[src/mipsPkg.sv]
package mipsPkg;

	// ------------------------------
	// Widths and depths
	// ------------------------------
	localparam int dataWidth = 32;
	// Byte address, low two bits always zero
	localparam int pcWidth = 9;
	localparam int imemDepth = 128;
	localparam int dmemDepth = 256;

	// Primary opcodes
	localparam logic [5:0] opRType = 6'h00;
	localparam logic [5:0] opAddi = 6'h08;
	localparam logic [5:0] opLw = 6'h23;
	localparam logic [5:0] opSw = 6'h2b;
	localparam logic [5:0] opBeq = 6'h04;
	// Stands in for the end flag
	localparam logic [5:0] opHalt = 6'h3f;

	// Function field of R-format words
	localparam logic [5:0] fnAdd = 6'h20;
	localparam logic [5:0] fnSub = 6'h22;
	localparam logic [5:0] fnAnd = 6'h24;
	localparam logic [5:0] fnOr = 6'h25;
	localparam logic [5:0] fnSlt = 6'h2a;

	typedef enum logic [3:0] {aluAdd, aluSub, aluAnd, aluOr, aluSlt} aluOp;

	// Operand source: register file, M-stage ALU result, or W-stage result
	typedef enum logic [1:0] {fwdReg, fwdMem, fwdWb} fwdSel;

	// ------------------------------
	// Instruction word, two views
	// ------------------------------
	typedef struct packed {
		logic [5:0] op;
		logic [4:0] rs;
		logic [4:0] rt;
		logic [4:0] rd;
		logic [4:0] shamt;
		logic [5:0] funct;
	} rFields;

	typedef struct packed {
		logic [5:0] op;
		logic [4:0] rs;
		logic [4:0] rt;
		logic [15:0] imm;
	} iFields;

	typedef union packed {
		rFields r;
		iFields i;
	} instrWord;

endpackage

[src/fetchStage.sv]
`timescale 1ns/100ps

module fetchStage
(
	input logic clk,
	input logic rst,
	input logic advance,
	input logic stallF,
	input logic stallD,
	input logic pcSrc,
	input logic [mipsPkg::pcWidth-1:0] branchTarget,
	input logic loadEn,
	input logic [$clog2(mipsPkg::imemDepth)-1:0] loadAddr,
	input logic [mipsPkg::dataWidth-1:0] loadData,
	output logic [mipsPkg::pcWidth-1:0] pc,
	output mipsPkg::instrWord instrD,
	output logic [mipsPkg::pcWidth-1:0] pcPlus4D
);
	import mipsPkg::*;

	logic [dataWidth-1:0] imem [imemDepth];
	instrWord instrF;
	logic [pcWidth-1:0] pcPlus4F;
	// Set once a halt has entered decode
	logic haltSeen;

	// Host load port, only path into the memory
	always_ff @(posedge clk)
	begin
		if (loadEn)
			imem[loadAddr] <= loadData;
	end

	// Word index from byte pc; nothing past the halt gets in
	assign instrF = haltSeen ? '0 : imem[pc[pcWidth-1:2]];
	assign pcPlus4F = pc + pcWidth'(4);

	// Program counter
	always_ff @(posedge clk)
	begin
		if (rst)
			pc <= '0;
		else if (advance && !stallF && !haltSeen)
			pc <= pcSrc ? branchTarget : pcPlus4F;
	end

	// ------------------------------
	// IF/ID register
	// ------------------------------
	// Stall wins over a branch, compare is stale while stalled
	always_ff @(posedge clk)
	begin
		if (rst)
		begin
			instrD <= '0;
			haltSeen <= 1'b0;
		end
		else if (advance && !stallD)
		begin
			// Taken beq squashes the wrong-path word to a nop
			instrD <= pcSrc ? '0 : instrF;
			if (!pcSrc && instrF.i.op == opHalt)
				haltSeen <= 1'b1;
		end
	end

	always_ff @(posedge clk)
	begin
		if (advance && !stallD)
			pcPlus4D <= pcPlus4F;
	end

endmodule

[config.mk]
export PLATFORM = sky130hd
export DESIGN_NAME = fetchStage
export DESIGN_NICKNAME = d
export VERILOG_FILES = /design/src/mipsPkg.sv /design/src/fetchStage.sv
export SDC_FILE = /design/constraint.sdc
export NUM_CORES = 2
export LEC_CHECK = 0
export BUFFER_PORTS_ARGS = -buffer_cell sky130_fd_sc_hd__buf_2
export CAP_MARGIN = 20
export CORE_MARGIN = 2
export CORE_UTILIZATION = 60
export CTS_BUF_LIST = sky130_fd_sc_hd__clkbuf_8
export DETAILED_ROUTE_END_ITERATION = 8
export HOLD_SLACK_MARGIN = 0.08
export MAX_ROUTING_LAYER = met4
export PLACE_DENSITY_LB_ADDON = 0.25
export SLEW_MARGIN = 20
export SYNTH_ARGS = -nofsm -noshare
export SYNTH_HDL_FRONTEND = slang
export SYNTH_SLANG_ARGS = --single-unit
[constraint.sdc]
create_clock -name clk -period 6.4 [get_ports clk]
set_input_delay 0.64 -clock clk [delete_from_list [all_inputs] [get_ports clk]]
set_output_delay 0.64 -clock clk [all_outputs]
set_load 0.02 [all_outputs]
==> impl_metrics.tcl <==
set metrics [dict create \
    yosysSeqAreaShare_pct 78.5 \
    timing.critical_path.buf_inv 1 \
    post_synth_instance_area_um2 158000 \
    critPathMostFrequentCell "a221oi_1" \
    antenna_found_initial 50 \
    critPathSlowestCell "dfxtp_4" \
    status "completed" \
    drv_cap 0 \
    number_of_enable_type_register_cells_in_the_synthesized_netlist 4105 \
    post-synth-top-area-cell "edfxtp_1" \
    power_density_nw_per_um2 301 \
    dp.final_hpwl_mm 236 \
    nFillCells 15800 \
    route.detailed.drc 0 \
    grt_pass1_vias 77000 \
    layout-area-overhead-vs-synth_pct 11.8 \
    max-slew-margin-rel_pct 17.5 \
    ys_ff_latch 4154 \
    cp_top_family "simple AND/OR/NAND/NOR gates" \
    vias 77400 \
    timing.final.max_slew_violations 0 \
    max_freq_ghz 0.225 \
    syn-mean-instance-area_um2 24.2 \
    destination_of_the_critical_timing_path "haltSeen" \
    cts-resized-gates 0 \
    postSynthCellCount 6529 \
    rr_worst_depth 9 \
    worst-r2r-setup-slack_ps 1950 \
    post-route-util_pct 67.5 \
    dieHeight_um 518 \
    die_w_um 518 \
    start_kind "flip-flop" \
    first_pass_iters 9 \
    path_cells "buf_12 -> and2_1 -> a221oi_1 -> a32o_1 -> nor4b_1 -> nand4_1 -> a221oi_1 -> nand2_1 -> o41ai_2" \
    postCtsSetupRepairBufs 0 \
    cp_num_cells 9 \
    gr-total-overflow 0 \
    ratio_of_routed_vias_to_standard_cells 6.87 \
    intPower_w 0.0412 \
    worst-slew-pin-transition_ps 1210 \
    cts_inserted_buffers 638 \
    numPortBuffers 104 \
    cts_root_buf "clkbuf_8" \
    grt_max_degree 135 \
    critical-path-max-stage-delay_ps 890 \
    grt_first_pass_wirelength_mm 592 \
    critical_path_arrival_ps 5560 \
    final_setup_violation_count 0 \
    timing.setup.tns_ps 0 \
    placement_rows 188 \
    finClkSkew_ps 72.8 \
    p_sw_w 0.0120 \
    hold_class "in -> reg" \
    synth-async-reset-ratio_pct 0 \
    grt_usage_pct 33.0 \
    clock_tree_buf_depth 4 \
    finalWeightedCongestion 0.942 \
    cts_tree "done" \
    power_frac_comb_pct 5.5 \
    share_clk_of_total_power_pct 38.0 \
    cp-end-kind "flip-flop" \
    final_period_minus_worst_setup_slack_ps 4450 \
    yosys.area.top_type_share_pct 77.9 \
    synth_most_common_cell "edfxtp_1" \
    power.sequential.fraction_pct 56.5 \
    synth_cell_types 52 \
    core_area_um2 262000 \
    synth.area.top_cells "edfxtp_1 (78%), mux4_2 (17%), mux2i_1 (1.1%)" \
    routed_wire_length_per_instance_um 37.7 \
    synthesis.yosys.warnings 0 \
    ioPinCount 105 \
    die_area_um2 268000 \
    ys_top_cells_by_count "edfxtp_1 (4105), mux4_2 (1201), clkbuf_1 (180), nor2_1 (175), mux2i_1 (170)" \
    peakVddDrop_v 0.000235 \
    holdWs_ps 275 \
    drtAntennaViolNets 0 \
    postSynth.topFlopCell "edfxtp_1" \
    required_ps 7500 \
    finalWirelength_mm 426 \
    rsz0062_at_grt "no" \
    worstPathMaxFanout 106 \
    start_util_pct 60.3 \
    worstSkewPairLatency_ps 1200 \
    dr.first_iter.drc_count 13100 \
    critPathKind "reg -> reg" \
    final_hold_viol_count 0 \
    final_min_period_over_clock_period_pct 69.6 \
    hold_path_depth 3 \
    final_layout_size_suffix_gt1_share_pct 32.2 \
    h-tree-depth 6 \
    syn_nets 6585 \
    switching_share_pct 22.6 \
    worstReg2RegEnd "haltSeen" \
    cell_leakage_power_nw 54.3 \
    numClockSinks 4154 \
    finish.net_count 7264 \
    clkSlewWorstSetupHoldPaths_ps 70 \
]
kinds of logic after synthesis:
kind of cell,share of synthesized area (%)
buffers and inverters,1.09
AO/OA/AOI/OAI,1.02
flip-flops,78.5
adder cells (fa/ha/maj),0.00791
AND/OR/NAND/NOR,1.09
XOR/XNOR,0.0277
multiplexers,18.3
metal layers:
metal  up-vias  global-route usage, %  part of all wire [%]
met5         -                      -                     0
met4         0                   16.0                   5.2
met3       884                   7.09                    12
met2      5695                   49.4                    48
met1     41000                   43.9                    34
li1      29800                      -                     -
final cells by class:
type / count / area (um^2) / area share [%]
tap: 3515 / 4400 / 2.49
clock inverter: 468 / 2510 / 1.42
antenna: 69 / 173 / 0.0976
timing repair buffer: 392 / 3290 / 1.86
clock buffer: 653 / 8990 / 5.08
sequential: 4154 / 124000 / 70.2
multi-input combinational: 2017 / 33300 / 18.8
inverter: 5 / 26.3 / 0.0149
registers in the layout, summed over array words and instances, names as in the netlist, named ones only:
signal / cells
instrD: 32
pcPlus4D: 9
imem: 4096
haltSeen: 1
pc: 9
worst min-delay path, stage by stage:
cell     delay [ps]
buf_2           160
nand4_1         370
nor2_4          100
power groups by stage:
| stage | Combinational (W) | Sequential (W) | Clock, W |
|---|---|---|---|
| 3_3_place_gp | 0.00280 | 0.0307 | 0 |
| 3_5_place_dp | 0.00285 | 0.0307 | 0 |
| 2_1_floorplan | 0.00157 | 0.0306 | 0 |
| 6_report | 0.00290 | 0.0301 | 0.0202 |
| 4_1_cts | 0.00288 | 0.0301 | 0.0204 |
| 5_1_grt | 0.00300 | 0.0301 | 0.0216 |
repair_timing:
item                                    CTS  global route
endpoints found under the hold margin  1428             0
hold buffers                             55             0
setup endpoints to repair                 0             0
how the worst min path moves through the flow:
stage,startpoint,endpoint,slack [ps]
finish,loadAddr[0],imem[15][30],280
global route,loadAddr[0],imem[15][30],270
CTS,pcSrc,flip-flop,110
detailed placement,pc[0],pcPlus4D[0],450
global placement,pc[0],pcPlus4D[0],450
floorplan,pc[0],pcPlus4D[0],430
through the flow:
step                setup slack, ps  instances  instance area (um^2)  power [W]
CTS                            1980      11200                177000     0.0534
finish                         1950      11300                177000     0.0532
global route                   1810      11300                177000     0.0547
global placement               1980      10000                165000     0.0335
floorplan                      2520       6529                158000     0.0322
detailed placement             2000      10000                165000     0.0335
cells in the final DEF (no fill, tap or decap), drive strengths merged, types with 55 or more instances in the layout:
master | netlist | final
nand2 | 101 | 101
clkbuf | 180 | 653
clkinv | 0 | 196
buf | 173 | 337
mux4 | 1201 | 1201
nor2 | 175 | 175
diode | 0 | 69
mux2i | 170 | 170
dlygate4sd3 | 0 | 55
edfxtp | 4105 | 4105
inv | 5 | 251
Note: power is estimated with default switching activity, not from simulation.
