$ cat src/mipsPkg.sv
package mipsPkg;

	// ------------------------------
	// Widths and depths
	// ------------------------------
	localparam int dataWidth = 32;
	// Byte address, low two bits always zero
	localparam int pcWidth = 9;
	localparam int imemDepth = 128;
	localparam int dmemDepth = 256;

	// Primary opcodes
	localparam logic [5:0] opRType = 6'h00;
	localparam logic [5:0] opAddi = 6'h08;
	localparam logic [5:0] opLw = 6'h23;
	localparam logic [5:0] opSw = 6'h2b;
	localparam logic [5:0] opBeq = 6'h04;
	// Stands in for the end flag
	localparam logic [5:0] opHalt = 6'h3f;

	// Function field of R-format words
	localparam logic [5:0] fnAdd = 6'h20;
	localparam logic [5:0] fnSub = 6'h22;
	localparam logic [5:0] fnAnd = 6'h24;
	localparam logic [5:0] fnOr = 6'h25;
	localparam logic [5:0] fnSlt = 6'h2a;

	typedef enum logic [3:0] {aluAdd, aluSub, aluAnd, aluOr, aluSlt} aluOp;

	// Operand source: register file, M-stage ALU result, or W-stage result
	typedef enum logic [1:0] {fwdReg, fwdMem, fwdWb} fwdSel;

	// ------------------------------
	// Instruction word, two views
	// ------------------------------
	typedef struct packed {
		logic [5:0] op;
		logic [4:0] rs;
		logic [4:0] rt;
		logic [4:0] rd;
		logic [4:0] shamt;
		logic [5:0] funct;
	} rFields;

	typedef struct packed {
		logic [5:0] op;
		logic [4:0] rs;
		logic [4:0] rt;
		logic [15:0] imm;
	} iFields;

	typedef union packed {
		rFields r;
		iFields i;
	} instrWord;

endpackage

$ cat src/hazardUnit.sv
`timescale 1ns/100ps

module hazardUnit
(
	input logic [4:0] rsD,
	input logic [4:0] rtD,
	input logic branchD,
	input logic [4:0] rsE,
	input logic [4:0] rtE,
	input logic [4:0] writeRegE,
	input logic regWriteE,
	input logic memToRegE,
	input logic [4:0] writeRegM,
	input logic regWriteM,
	input logic memToRegM,
	input logic [4:0] writeRegW,
	input logic regWriteW,
	output logic stallF,
	output logic stallD,
	output logic flushE,
	output mipsPkg::fwdSel fwdAD,
	output mipsPkg::fwdSel fwdBD,
	output mipsPkg::fwdSel fwdAE,
	output mipsPkg::fwdSel fwdBE
);
	import mipsPkg::*;

	logic lwStall;
	logic branchStall;

	// M is younger than W, so it wins
	function automatic fwdSel forwardE(input logic [4:0] src);
		if (src != 5'd0 && regWriteM && src == writeRegM)
			return fwdMem;
		else if (src != 5'd0 && regWriteW && src == writeRegW)
			return fwdWb;
		else
			return fwdReg;
	endfunction

	// Branch compare only takes from M, W goes through the regfile bypass
	function automatic fwdSel forwardD(input logic [4:0] src);
		if (src != 5'd0 && regWriteM && src == writeRegM)
			return fwdMem;
		else
			return fwdReg;
	endfunction

	// Same destination check against both decode sources
	function automatic logic usesDest(input logic [4:0] dest);
		return dest != 5'd0 && (dest == rsD || dest == rtD);
	endfunction

	always_comb
	begin
		fwdAE = forwardE(rsE);
		fwdBE = forwardE(rtE);
		fwdAD = forwardD(rsD);
		fwdBD = forwardD(rtD);

		// ------------------------------
		// Stalls
		// ------------------------------
		// Load result not ready until W
		lwStall = memToRegE && usesDest(writeRegE);
		// beq needs operands in D, nothing from E or a load in M
		branchStall = branchD && ((regWriteE && usesDest(writeRegE))
			|| (memToRegM && usesDest(writeRegM)));

		stallF = lwStall || branchStall;
		stallD = lwStall || branchStall;
		// Bubble into E while D holds
		flushE = lwStall || branchStall;
	end

endmodule

$ cat config.mk
export PLATFORM = sky130hd
export DESIGN_NAME = hazardUnit
export DESIGN_NICKNAME = d
export VERILOG_FILES = /design/src/mipsPkg.sv /design/src/hazardUnit.sv
export SDC_FILE = /design/constraint.sdc
export NUM_CORES = 1
export LEC_CHECK = 0
export ABC_AREA = 1
export BUFFER_PORTS_ARGS = -buffer_cell sky130_fd_sc_hd__buf_2
export CORE_MARGIN = 4
export CORE_UTILIZATION = 46
export DETAILED_ROUTE_END_ITERATION = 16
export PLACE_DENSITY = 0.86
export SETUP_SLACK_MARGIN = 0.5
export SKIP_LAST_GASP = 1
export SYNTH_ARGS = -nofsm -noshare
export SYNTH_HDL_FRONTEND = slang
export SYNTH_SLANG_ARGS = --single-unit
$ cat constraint.sdc
create_clock -name vclk -period 1.34
set_input_delay 0.268 -clock vclk [all_inputs]
set_output_delay 0.268 -clock vclk [all_outputs]
set_load 0.1 [all_outputs]
==> results of run 1 <==
==> cells by family after synthesis <==
family / share of synthesized area [%]
buf+inv: 20.58
other cells: 0.4569
xor+xnor: 11.74
simple gates: 61.28
compound gates: 5.946
==> through the flow <==
stage          instance area (µm²)  worst slack (ps)
2_1_floorplan                917.1            -391.3
3_3_place_gp                  1369            -206.7
3_5_place_dp                  1369            -218.9
4_1_cts                       1485            -138.9
==> what timing repair did <==
action                                 4_1_cts
endpoints found under the hold margin        0
gates resized for setup                     38
hold buffers                                 0
pin swaps                                   20
setup endpoints to repair                    9
==> flow_summary.toml, run 1 <==
[run_status]
status = "aborted with a tool error"
failed_stage = "global routing (5_1_grt)"
error_line = "[ERROR DPL-0038] Utilization greater than 100%, impossible to legalize"

[synthesis]
syn_inst = 178
yosysUniqueCellTypes = 21
yosys_warnings = 0
synth_area_um2 = 820.8
yosysTopAreaCell = "nand2_1"
syn_avg_cell_area_um2 = 4.611
yosysSeqAreaShare_pct = 0
yosysTopAreaCellShare_pct = 32.93
synthTopCellsByArea = "nand2_1 33%, inv_1 13%, xnor2_1 9.6%, nor2_1 8.2%, nand3_1 6.7%"
synthTopCellsByCount = "72 x nand2_1, 29 x inv_1, 18 x nor2_1, 11 x nand3_1, 9 x xnor2_1"
synth.most_common_cell = "nand2_1"

[die]
rows = 15
die_w_um = 50.24
die_h_um = 50.24
initial_utilization_pct = 48.06
pin_count = 52

[sta]
endpoint_type = "output port"
worstEndpointGrtRepair = "flushE"

[cts]
post_cts_buffers = 0

[grt]
grt_max_degree = 7

[placement]
place.gp.congestion = 0.8538
place_hpwl_um = 2312
place_inst = 263
port_buffers = 50
==> run 2: changes to the inputs <==
CORE_AREA = 4 4 65 67   (was not set)
CORE_MARGIN = not set   (was 4)
CORE_UTILIZATION = not set   (was 46)
DIE_AREA = 0 0 69 71   (was not set)
PLACE_DENSITY = not set   (was 0.86)
PLACE_DENSITY_LB_ADDON = 0.15   (was not set)
SETUP_SLACK_MARGIN = not set   (was 0.5)
==> run 2 against run 1 <==
The flow now finishes, with violations (setup timing). Area after synthesis is the same. Synthesized cell count unchanged.
==> flow_summary.toml, run 2 <==
[placement]
post-place-ws_ps = -253.5
place.gp.congestion = 0.7969
place_hpwl_um = 2595
port_buffers = 50
place_area_mm2 = 0.001405

[flow_run]
maxCapViolCount = 0

[synthesis]
syn_avg_cell_area_um2 = 4.611
yosysTopAreaCell = "nand2_1"
yosysSeqAreaShare_pct = 0
yosysUniqueCellTypes = 21
synthTopCellsByCount = "72 x nand2_1, 29 x inv_1, 18 x nor2_1, 11 x nand3_1, 9 x xnor2_1"
synth_area_um2 = 820.8
yosys_warnings = 0
syn_inst = 178
synthTopCellsByArea = "nand2_1 33%, inv_1 13%, xnor2_1 9.6%, nor2_1 8.2%, nand3_1 6.7%"
yosysTopAreaCellShare_pct = 32.93
synth.most_common_cell = "nand2_1"

[drt]
ant_nets = 0
via_count = 1205
drtIter0Drc = 30
routedWlPerCell_um = 10.21
drc_errors = 0
totalWireLength_um = 2929
vias_per_cell = 4.199
drt_first_pass_iters = 4

[critical_path]
crit_path_start_kind = "primary input"
worstPathArrival_ps = 1190
crit_top_cell = "nor2_4"
worstSetupStartpoint = "writeRegM[4]"
path_cells = "buf_8 > buf_6 > xnor2_2 > nand4_1 > nor2_4 > nor2_4 > buf_12"
cp.depth = 7
worst_path_dominant_cell_family = "simple AND/OR/NAND/NOR gates"
crit_fanout = 5
setup.worst_path.end = "fwdBE[1]"
required_ps = 1070
slowest_delay_ps = 190
crit_buf_inv = 3
slowest_stage = "nor2_4"
endpoint_kind = "output port"
crit_type = "in -> out"

[die]
rows = 22
die_h_um = 71
pin_count = 52
dieArea_mm2 = 0.004899
core_mm2 = 0.003633
initial_utilization_pct = 22.59
die_w_um = 69

[sta]
whs_ps = 1016
hold_viol = 0
finalCritPeriodShare_pct = 109.0
fin_ws_ps = -121.1
maxSlewViolCount = 0
rsz0062_at_grt = "yes"
min_period_ps = 1461
setup_viol = 9
fmax_mhz = 684.4

[grt]
antenna_found_initial = 0
grt_max_degree = 7
grt_overflow = 0
grt_first_pass_wirelength_um = 4947
groute.usage.overall_pct = 11.34
grt_pass1_vias = 1196

[power]
p_leak_nw = 0.8717
power_density_mw_per_mm2 = 342.3
ir_worst_vdd_mv = 0.1630

[cts]
post_cts_buffers = 0

[final_layout]
antenna_cells = 0
layout_common_cells = "59 x nand2_1, 26 x buf_2, 20 x inv_1"
nClkBuffers = 0
area_delta_synth_final_pct = 96.95
final_common_cell = "nand2_1"
n_sequential_cell = 0
nets = 282
design_area_mm2 = 0.001617
drive_above_1_share_pct = 46.86
ff_latch_area_um2 = 0

[run_status]
violations = "setup timing"
status = "finished, violations left"

[min_path]
min_path_type = "in -> out"
-- run 2: what timing repair did --
item | in CTS | in global routing
hold buffers | 0 | 0
pin swaps | 17 | 24
gates resized for setup | 38 | 32
endpoints found under the setup margin | 9 | 9
-- run 2: routing by layer --
metal / up-vias / wire length (µm) / global-route usage (%)
met3: 0 / 111 / 0.9943
met5: - / 0 / 0
met1: 522 / 1377 / 14.98
met2: 26 / 1440 / 21.19
li1: 657 / - / -
met4: 0 / 0 / 0
-- run 2: report_power, final --
group | switching (mW) | internal, mW | total [mW] | leakage (nW)
Combinational | 0.313 | 0.241 | 0.553 | 0.872
Clock | 0 | 0 | 0 | 0
Sequential | 0 | 0 | 0 | 0
-- run 2: layout make-up --
cell class         instances  area (µm²)
fillers                  421        2017
multi-input cells        140       804.5
repair buffers            65       616.8
inverters                 34       135.1
well taps                 48       60.06
-- run 2: cells by family (layout without fill, tap and decap cells) --
family / Yosys count / count (layout) / share of synthesized area [%]
simple gates: 118 / 118 / 61.28
buf+inv: 39 / 99 / 20.58
xor+xnor: 11 / 11 / 11.74
compound gates: 9 / 9 / 5.946
other cells: 1 / 2 / 0.4569
-- run 2: worst min path at each step --
stage | cells after the start | from | endpoint | slack [ps]
after floorplan | 3 | rsD[4] | fwdAD[0] | 820
after global placement | 5 | rsD[4] | fwdAD[0] | 1040
after detailed placement | 5 | rsD[4] | fwdAD[0] | 1040
after CTS | 5 | writeRegM[4] | fwdAD[0] | 1020
after global routing | 5 | writeRegM[4] | fwdAD[0] | 1040
final | 5 | writeRegM[4] | fwdAD[0] | 1020
-- run 2: metrics by stage --
| stage | power [mW] | TNS (ps) | util, % | std cells |
|---|---|---|---|---|
| floorplan | 0.3019 | -2087 | - | 179 |
| global placement | 0.4810 | -1714 | 38.67 | 287 |
| global route | 0.5998 | -1419 | 44.49 | 287 |
| detailed placement | 0.4796 | -1689 | 38.67 | 287 |
| CTS | 0.5245 | -949.9 | 42.11 | 287 |
| finish | 0.5533 | -783.8 | 44.49 | 287 |
(Power assumes the default switching activity.)
