$ cat src/mipsPkg.sv
package mipsPkg;

	// ------------------------------
	// Widths and depths
	// ------------------------------
	localparam int dataWidth = 32;
	// Byte address, low two bits always zero
	localparam int pcWidth = 9;
	localparam int imemDepth = 128;
	localparam int dmemDepth = 256;

	// Primary opcodes
	localparam logic [5:0] opRType = 6'h00;
	localparam logic [5:0] opAddi = 6'h08;
	localparam logic [5:0] opLw = 6'h23;
	localparam logic [5:0] opSw = 6'h2b;
	localparam logic [5:0] opBeq = 6'h04;
	// Stands in for the end flag
	localparam logic [5:0] opHalt = 6'h3f;

	// Function field of R-format words
	localparam logic [5:0] fnAdd = 6'h20;
	localparam logic [5:0] fnSub = 6'h22;
	localparam logic [5:0] fnAnd = 6'h24;
	localparam logic [5:0] fnOr = 6'h25;
	localparam logic [5:0] fnSlt = 6'h2a;

	typedef enum logic [3:0] {aluAdd, aluSub, aluAnd, aluOr, aluSlt} aluOp;

	// Operand source: register file, M-stage ALU result, or W-stage result
	typedef enum logic [1:0] {fwdReg, fwdMem, fwdWb} fwdSel;

	// ------------------------------
	// Instruction word, two views
	// ------------------------------
	typedef struct packed {
		logic [5:0] op;
		logic [4:0] rs;
		logic [4:0] rt;
		logic [4:0] rd;
		logic [4:0] shamt;
		logic [5:0] funct;
	} rFields;

	typedef struct packed {
		logic [5:0] op;
		logic [4:0] rs;
		logic [4:0] rt;
		logic [15:0] imm;
	} iFields;

	typedef union packed {
		rFields r;
		iFields i;
	} instrWord;

endpackage

$ cat src/decodeStage.sv
`timescale 1ns/100ps

module decodeStage
(
	input logic clk,
	input logic rst,
	input logic advance,
	input mipsPkg::instrWord instrD,
	input logic [mipsPkg::pcWidth-1:0] pcPlus4D,
	input logic [mipsPkg::dataWidth-1:0] aluOutM,
	input mipsPkg::fwdSel fwdAD,
	input mipsPkg::fwdSel fwdBD,
	input logic flushE,
	input logic [4:0] writeRegW,
	input logic [mipsPkg::dataWidth-1:0] resultW,
	input logic regWriteW,
	input logic [4:0] dbgAddr,
	output logic pcSrc,
	output logic [mipsPkg::pcWidth-1:0] branchTarget,
	output logic branchD,
	output logic [4:0] rsD,
	output logic [4:0] rtD,
	output logic [4:0] rsE,
	output logic [4:0] rtE,
	output logic regWriteE,
	output logic memToRegE,
	output logic memWriteE,
	output mipsPkg::aluOp aluOpE,
	output logic aluSrcE,
	output logic regDstE,
	output logic haltE,
	output logic [mipsPkg::dataWidth-1:0] rd1E,
	output logic [mipsPkg::dataWidth-1:0] rd2E,
	output logic [4:0] rdE,
	output logic [mipsPkg::dataWidth-1:0] immE,
	output logic [mipsPkg::dataWidth-1:0] dbgData
);
	import mipsPkg::*;

	logic regWriteD;
	logic memToRegD;
	logic memWriteD;
	logic aluSrcD;
	logic regDstD;
	logic haltD;
	aluOp aluOpD;
	logic [dataWidth-1:0] rd1D;
	logic [dataWidth-1:0] rd2D;
	logic [dataWidth-1:0] immD;
	logic [dataWidth-1:0] cmpA;
	logic [dataWidth-1:0] cmpB;

	assign rsD = instrD.r.rs;
	assign rtD = instrD.r.rt;

	registerFile regs
	(
		.clk(clk),
		.rst(rst),
		.readA(rsD),
		.readB(rtD),
		.writeReg(writeRegW),
		.writeData(resultW),
		.writeEn(regWriteW),
		.dbgAddr(dbgAddr),
		.dataA(rd1D),
		.dataB(rd2D),
		.dbgData(dbgData)
	);

	// ------------------------------
	// Control decode
	// ------------------------------
	// Unknown words fall out as bubbles
	always_comb
	begin
		regWriteD = 1'b0;
		memToRegD = 1'b0;
		memWriteD = 1'b0;
		aluSrcD = 1'b0;
		regDstD = 1'b0;
		branchD = 1'b0;
		haltD = 1'b0;
		aluOpD = aluAdd;
		case (instrD.r.op)
			opRType:
			begin
				regDstD = 1'b1;
				regWriteD = 1'b1;
				case (instrD.r.funct)
					fnAdd: aluOpD = aluAdd;
					fnSub: aluOpD = aluSub;
					fnAnd: aluOpD = aluAnd;
					fnOr: aluOpD = aluOr;
					fnSlt: aluOpD = aluSlt;
					// Includes the all-zero nop
					default: regWriteD = 1'b0;
				endcase
			end
			opAddi:
			begin
				regWriteD = 1'b1;
				aluSrcD = 1'b1;
			end
			opLw:
			begin
				regWriteD = 1'b1;
				memToRegD = 1'b1;
				aluSrcD = 1'b1;
			end
			opSw:
			begin
				memWriteD = 1'b1;
				aluSrcD = 1'b1;
			end
			opBeq: branchD = 1'b1;
			opHalt: haltD = 1'b1;
			default: ;
		endcase
	end

	// Sign extension, branch offset in words
	assign immD = {{16{instrD.i.imm[15]}}, instrD.i.imm};
	assign branchTarget = pcPlus4D + {immD[pcWidth-3:0], 2'b00};

	// Early compare, W results already come through the register file
	assign cmpA = (fwdAD == fwdMem) ? aluOutM : rd1D;
	assign cmpB = (fwdBD == fwdMem) ? aluOutM : rd2D;
	assign pcSrc = branchD && (cmpA == cmpB);

	// ------------------------------
	// ID/EX register
	// ------------------------------
	// Flush turns the entry into a bubble
	always_ff @(posedge clk)
	begin
		if (rst || (advance && flushE))
		begin
			regWriteE <= 1'b0;
			memToRegE <= 1'b0;
			memWriteE <= 1'b0;
			aluOpE <= aluAdd;
			aluSrcE <= 1'b0;
			regDstE <= 1'b0;
			haltE <= 1'b0;
		end
		else if (advance)
		begin
			regWriteE <= regWriteD;
			memToRegE <= memToRegD;
			memWriteE <= memWriteD;
			aluOpE <= aluOpD;
			aluSrcE <= aluSrcD;
			regDstE <= regDstD;
			haltE <= haltD;
		end
	end

	// Operands and register numbers
	always_ff @(posedge clk)
	begin
		if (advance)
		begin
			rsE <= rsD;
			rtE <= rtD;
			rdE <= instrD.r.rd;
			rd1E <= rd1D;
			rd2E <= rd2D;
			immE <= immD;
		end
	end

endmodule

$ cat src/registerFile.sv
`timescale 1ns/100ps

module registerFile
(
	input logic clk,
	input logic rst,
	input logic [4:0] readA,
	input logic [4:0] readB,
	input logic [4:0] writeReg,
	input logic [mipsPkg::dataWidth-1:0] writeData,
	input logic writeEn,
	input logic [4:0] dbgAddr,
	output logic [mipsPkg::dataWidth-1:0] dataA,
	output logic [mipsPkg::dataWidth-1:0] dataB,
	output logic [mipsPkg::dataWidth-1:0] dbgData
);
	import mipsPkg::*;

	logic [dataWidth-1:0] regs [32];

	// Register 0 hardwired, same-cycle write goes straight through
	function automatic logic [dataWidth-1:0] readPort(input logic [4:0] addr);
		if (addr == 5'd0)
			return '0;
		else if (writeEn && writeReg == addr)
			return writeData;
		else
			return regs[addr];
	endfunction

	always_comb
	begin
		dataA = readPort(readA);
		dataB = readPort(readB);
		dbgData = readPort(dbgAddr);
	end

	always_ff @(posedge clk)
	begin
		if (rst)
		begin
			for (int i = 0; i < 32; i++)
				regs[i] <= '0;
		end
		else if (writeEn && writeReg != 5'd0)
			regs[writeReg] <= writeData;
	end

endmodule
$ cat config.mk
export PLATFORM = sky130hd
export DESIGN_NAME = decodeStage
export DESIGN_NICKNAME = d
export VERILOG_FILES = /design/src/mipsPkg.sv /design/src/decodeStage.sv /design/src/registerFile.sv
export SDC_FILE = /design/constraint.sdc
export NUM_CORES = 2
export LEC_CHECK = 0
export BUFFER_PORTS_ARGS = -buffer_cell sky130_fd_sc_hd__buf_2
export CORE_MARGIN = 2
export CORE_UTILIZATION = 35
export DETAILED_ROUTE_END_ITERATION = 16
export GPL_ROUTABILITY_DRIVEN = 0
export PLACE_DENSITY = 0.56
export SETUP_SLACK_MARGIN = 0.2
export SYNTH_ARGS = -nofsm -noshare
export SYNTH_HDL_FRONTEND = slang
export SYNTH_SLANG_ARGS = --single-unit
$ cat constraint.sdc
create_clock -name clk -period 5.7 [get_ports clk]
set_input_delay 1.425 -clock clk [delete_from_list [all_inputs] [get_ports clk]]
set_output_delay 1.425 -clock clk [all_outputs]
set_load 0.05 [all_outputs]
==> impl_metrics.toml <==
[pwr]
p_seq_share_pct = 41.6
p_total_mw = 24.0
power_density_nw_per_um2 = 279
p_clk_share_pct = 35.9
p_switching_mw = 7.24
power.leakage_nw = 31.3
internal-power_mw = 16.7
p_sw_share_pct = 30.2
p_comb_share_pct = 22.6
irDropWorstVdd_uv = 215

[finish]
final_cell_mix = "edfxtp_1, and2_1, buf_4"
drive_gt1_share_pct = 38.0
postLayoutCoreUtil_pct = 43.1
area_delta_synth_final_pct = 22.9
nets = 5887
final_common_cell = "edfxtp_1"

[global_routing]
grt_use_total_pct = 32.6
antenna_found_initial = 44
grt_pass1_vias = 53700
grt_max_degree = 64
grt_overflow = 0
grt_pass1_wl_um = 455000

[critical_path]
reg2reg_from = "regs.regs[19][3]$_SDFFCE_PN0P_"
worst-path-stages = 15
required_ps = 4280
critPathMaxStageDelay_ps = 560
path_cells = "buf_4 > buf_12 > inv_2 > nand2_1 > buf_4 > nor2_1 > nor3_1 > o21ai_0 > xnor2_1 > buf_4 > a41oi_1 > or4_4 > or4_4 > nor4_4 > buf_6"
r2r_setup_slack_ps = 3000
cp-end-kind = "output port"
crit_type = "in2out"
r2r_cells = 7
crit_buf_inv = 6
crit_family = "simple AND/OR/NAND/NOR gates"
arrival_ps = 5500
startpoint_type = "primary input"
startpoint = "instrD[25]"
r2r-end = "rd2E[3]$_DFFE_PP_"
path_max_fanout = 12
cp_common_cell = "buf_4"
crit_path_top_delay_cell = "or4_4"

[timing]
worst_pin_slew_ps = 1360
relSlewSlack_pct = 9.66
timing.fmax_mhz = 144
fin_skew_ps = 24.0
finalSetupTns_ps = -1220
drv_slew = 0
fin_crit_sh_pct = 121
rsz0062_at_grt = "yes"
setup_violations = 1
fin_ws_ps = -1220
period_minus_slack_ps = 6920
hold_violations = 0

[synth]
yosysSeqAreaShare_pct = 48.1
synthFlopType = "edfxtp_1"
ys_async_sr_fraction_pct = 0
post-synth-top-area-cell = "edfxtp_1"
synth_area_um2 = 70000
synth_cell_types = 101
synth_warnings = 0
synthCells = 4983
synthTopCellsByArea = "edfxtp_1, mux4_2, and2_1"
ys_ff_latch = 1123
synth_edf_count = 1114
syn_avg_cell_area_um2 = 14.0
synth_top_area_share_pct = 47.8

[clock_tree]
numCtsBuffers = 136
clockBufferDepth = 3
cts_max_level = 4
insertion_delay_ps = 830
holdBufCountCts = 0
cts_tree = "yes"
cts_root_buffer = "clkbuf_16"
path_clk_slew_ps = 60
cts.sinks = 1123

[routing]
ant_nets = 1
top_layer = "met5"
vias_per_cell = 6.55
wire_per_inst_um = 39.6
drt_wl_total_um = 339000
met2WireLength_um = 148000
wl_met3_um = 47300
via_count = 56100
wl_met1_um = 117000
first_pass_iters = 6
drcViolationCount = 0
drt_iter0_markers = 10300

[place]
dp_hpwl_um = 228000
pre_cts_ws_ps = -1700
portBuffers = 292

[floorplan]
ios = 298
die-height_um = 451
chipWidth_um = 451
die_area_um2 = 203000
std_cell_rows = 164
initial_core_util_pct = 35.1
core_um2 = 199000

[min_path]
min_to = "haltE$_SDFFE_PP0P_"
hold_depth = 2
hp-class = "reg2reg"
holdCritStartpoint = "haltE$_SDFFE_PP0P_"

[flow_run]
max_cap_violations = 0

[run_status]
status = "complete, but fails checks"
violations = "antenna violations, negative setup slack"
## kinds of logic (layout without fill, tap and decap cells)
family | after synthesis | after routing | synth area share, %
simple gates | 1562 | 1562 | 12.9
flops | 1123 | 1123 | 48.1
mux | 1043 | 1043 | 27.8
compound gates | 590 | 590 | 5.95
buf+inv | 589 | 1430 | 4.27
xor+xnor | 68 | 68 | 0.862
fa+ha+maj | 7 | 7 | 0.136
other cells | 1 | 84 | 0.00536
## worst max path at each step
stage	end
CTS	pcSrc
detailed placement	pcSrc
floorplan	pcSrc
global placement	pcSrc
finish	pcSrc
global route	pcSrc
## tightest hold or removal path: stages, from the launching register on
cell,delay (ps)
dfxtp_1,310
nand2b_1,70
a21oi_1,50
## stage by stage
| stage | instances | cell area (um2) | hold slack (ps) |
|---|---|---|---|
| floorplan | 5015 | 70400 | 690 |
| global placement | 8265 | 81000 | 458 |
| detailed placement | 8265 | 81000 | 466 |
| CTS | 8511 | 85700 | 476 |
| global route | 8514 | 85800 | 503 |
| finish | 8563 | 86000 | 479 |
## area by class of cell
class,count,area (um2)
Multi-Input combinational cell,3303,34300
Fill cell,18000,113000
Timing Repair Buffer,1152,10100
Clock buffer,167,3650
Sequential cell,1123,33600
Tap cell,2656,3320
Antenna cell,51,128
Inverter,40,150
Clock inverter,71,588
## cell usage after synthesis, types with 10 or more instances
library cell	n
nand2b_1	26
and3_1	10
nor2b_1	47
buf_6	32
o22ai_1	49
mux2i_1	309
nand4_1	19
o211ai_1	14
and2_1	975
a22o_1	12
edfxtp_1	1114
mux4_1	25
buf_4	67
o221ai_1	10
mux2_2	24
a211oi_1	78
mux4_2	685
nand3_1	41
nor2_1	151
buf_2	66
xnor2_1	42
buf_1	54
a221oi_1	33
nor3_1	70
a31oi_1	23
clkbuf_1	314
o21ai_0	64
or2_2	39
inv_1	36
xor2_1	25
nand2_1	123
a22oi_1	95
a21oi_1	105
## sequential cells by signal, indices dropped and copies added, names as in the netlist
name	cells
aluOpE	3
aluSrcE	1
haltE	1
immE	11
memToRegE	1
memWriteE	1
rd1E	32
rd2E	32
rdE	5
regDstE	1
regWriteE	1
regs.regs	1024
rsE	5
rtE	5
## power groups by stage
stage                     combinational [mW]  clock (mW)  sequential [mW]
after floorplan                         2.63           0             10.2
after global placement                  5.15           0             10.1
after detailed placement                5.17           0             10.1
after CTS                               5.24        8.62             9.93
after global routing                    5.47        8.91             10.0
final                                   5.40        8.60             9.96
## timing repair
item,in CTS,in global routing
buffers inserted,4,0
hold endpoints to repair,0,0
setup endpoints to repair,1,1
resized for setup,66,27
pin swaps,4,3
cloned,4,1
## routing by layer
metal,global-route usage [%],vias up
met4,22.7,22
li1,-,21100
met5,0,-
met3,10.5,1350
met2,48.8,5443
met1,40.0,28200
No activity file was read; power rests on OpenSTA's default activity.
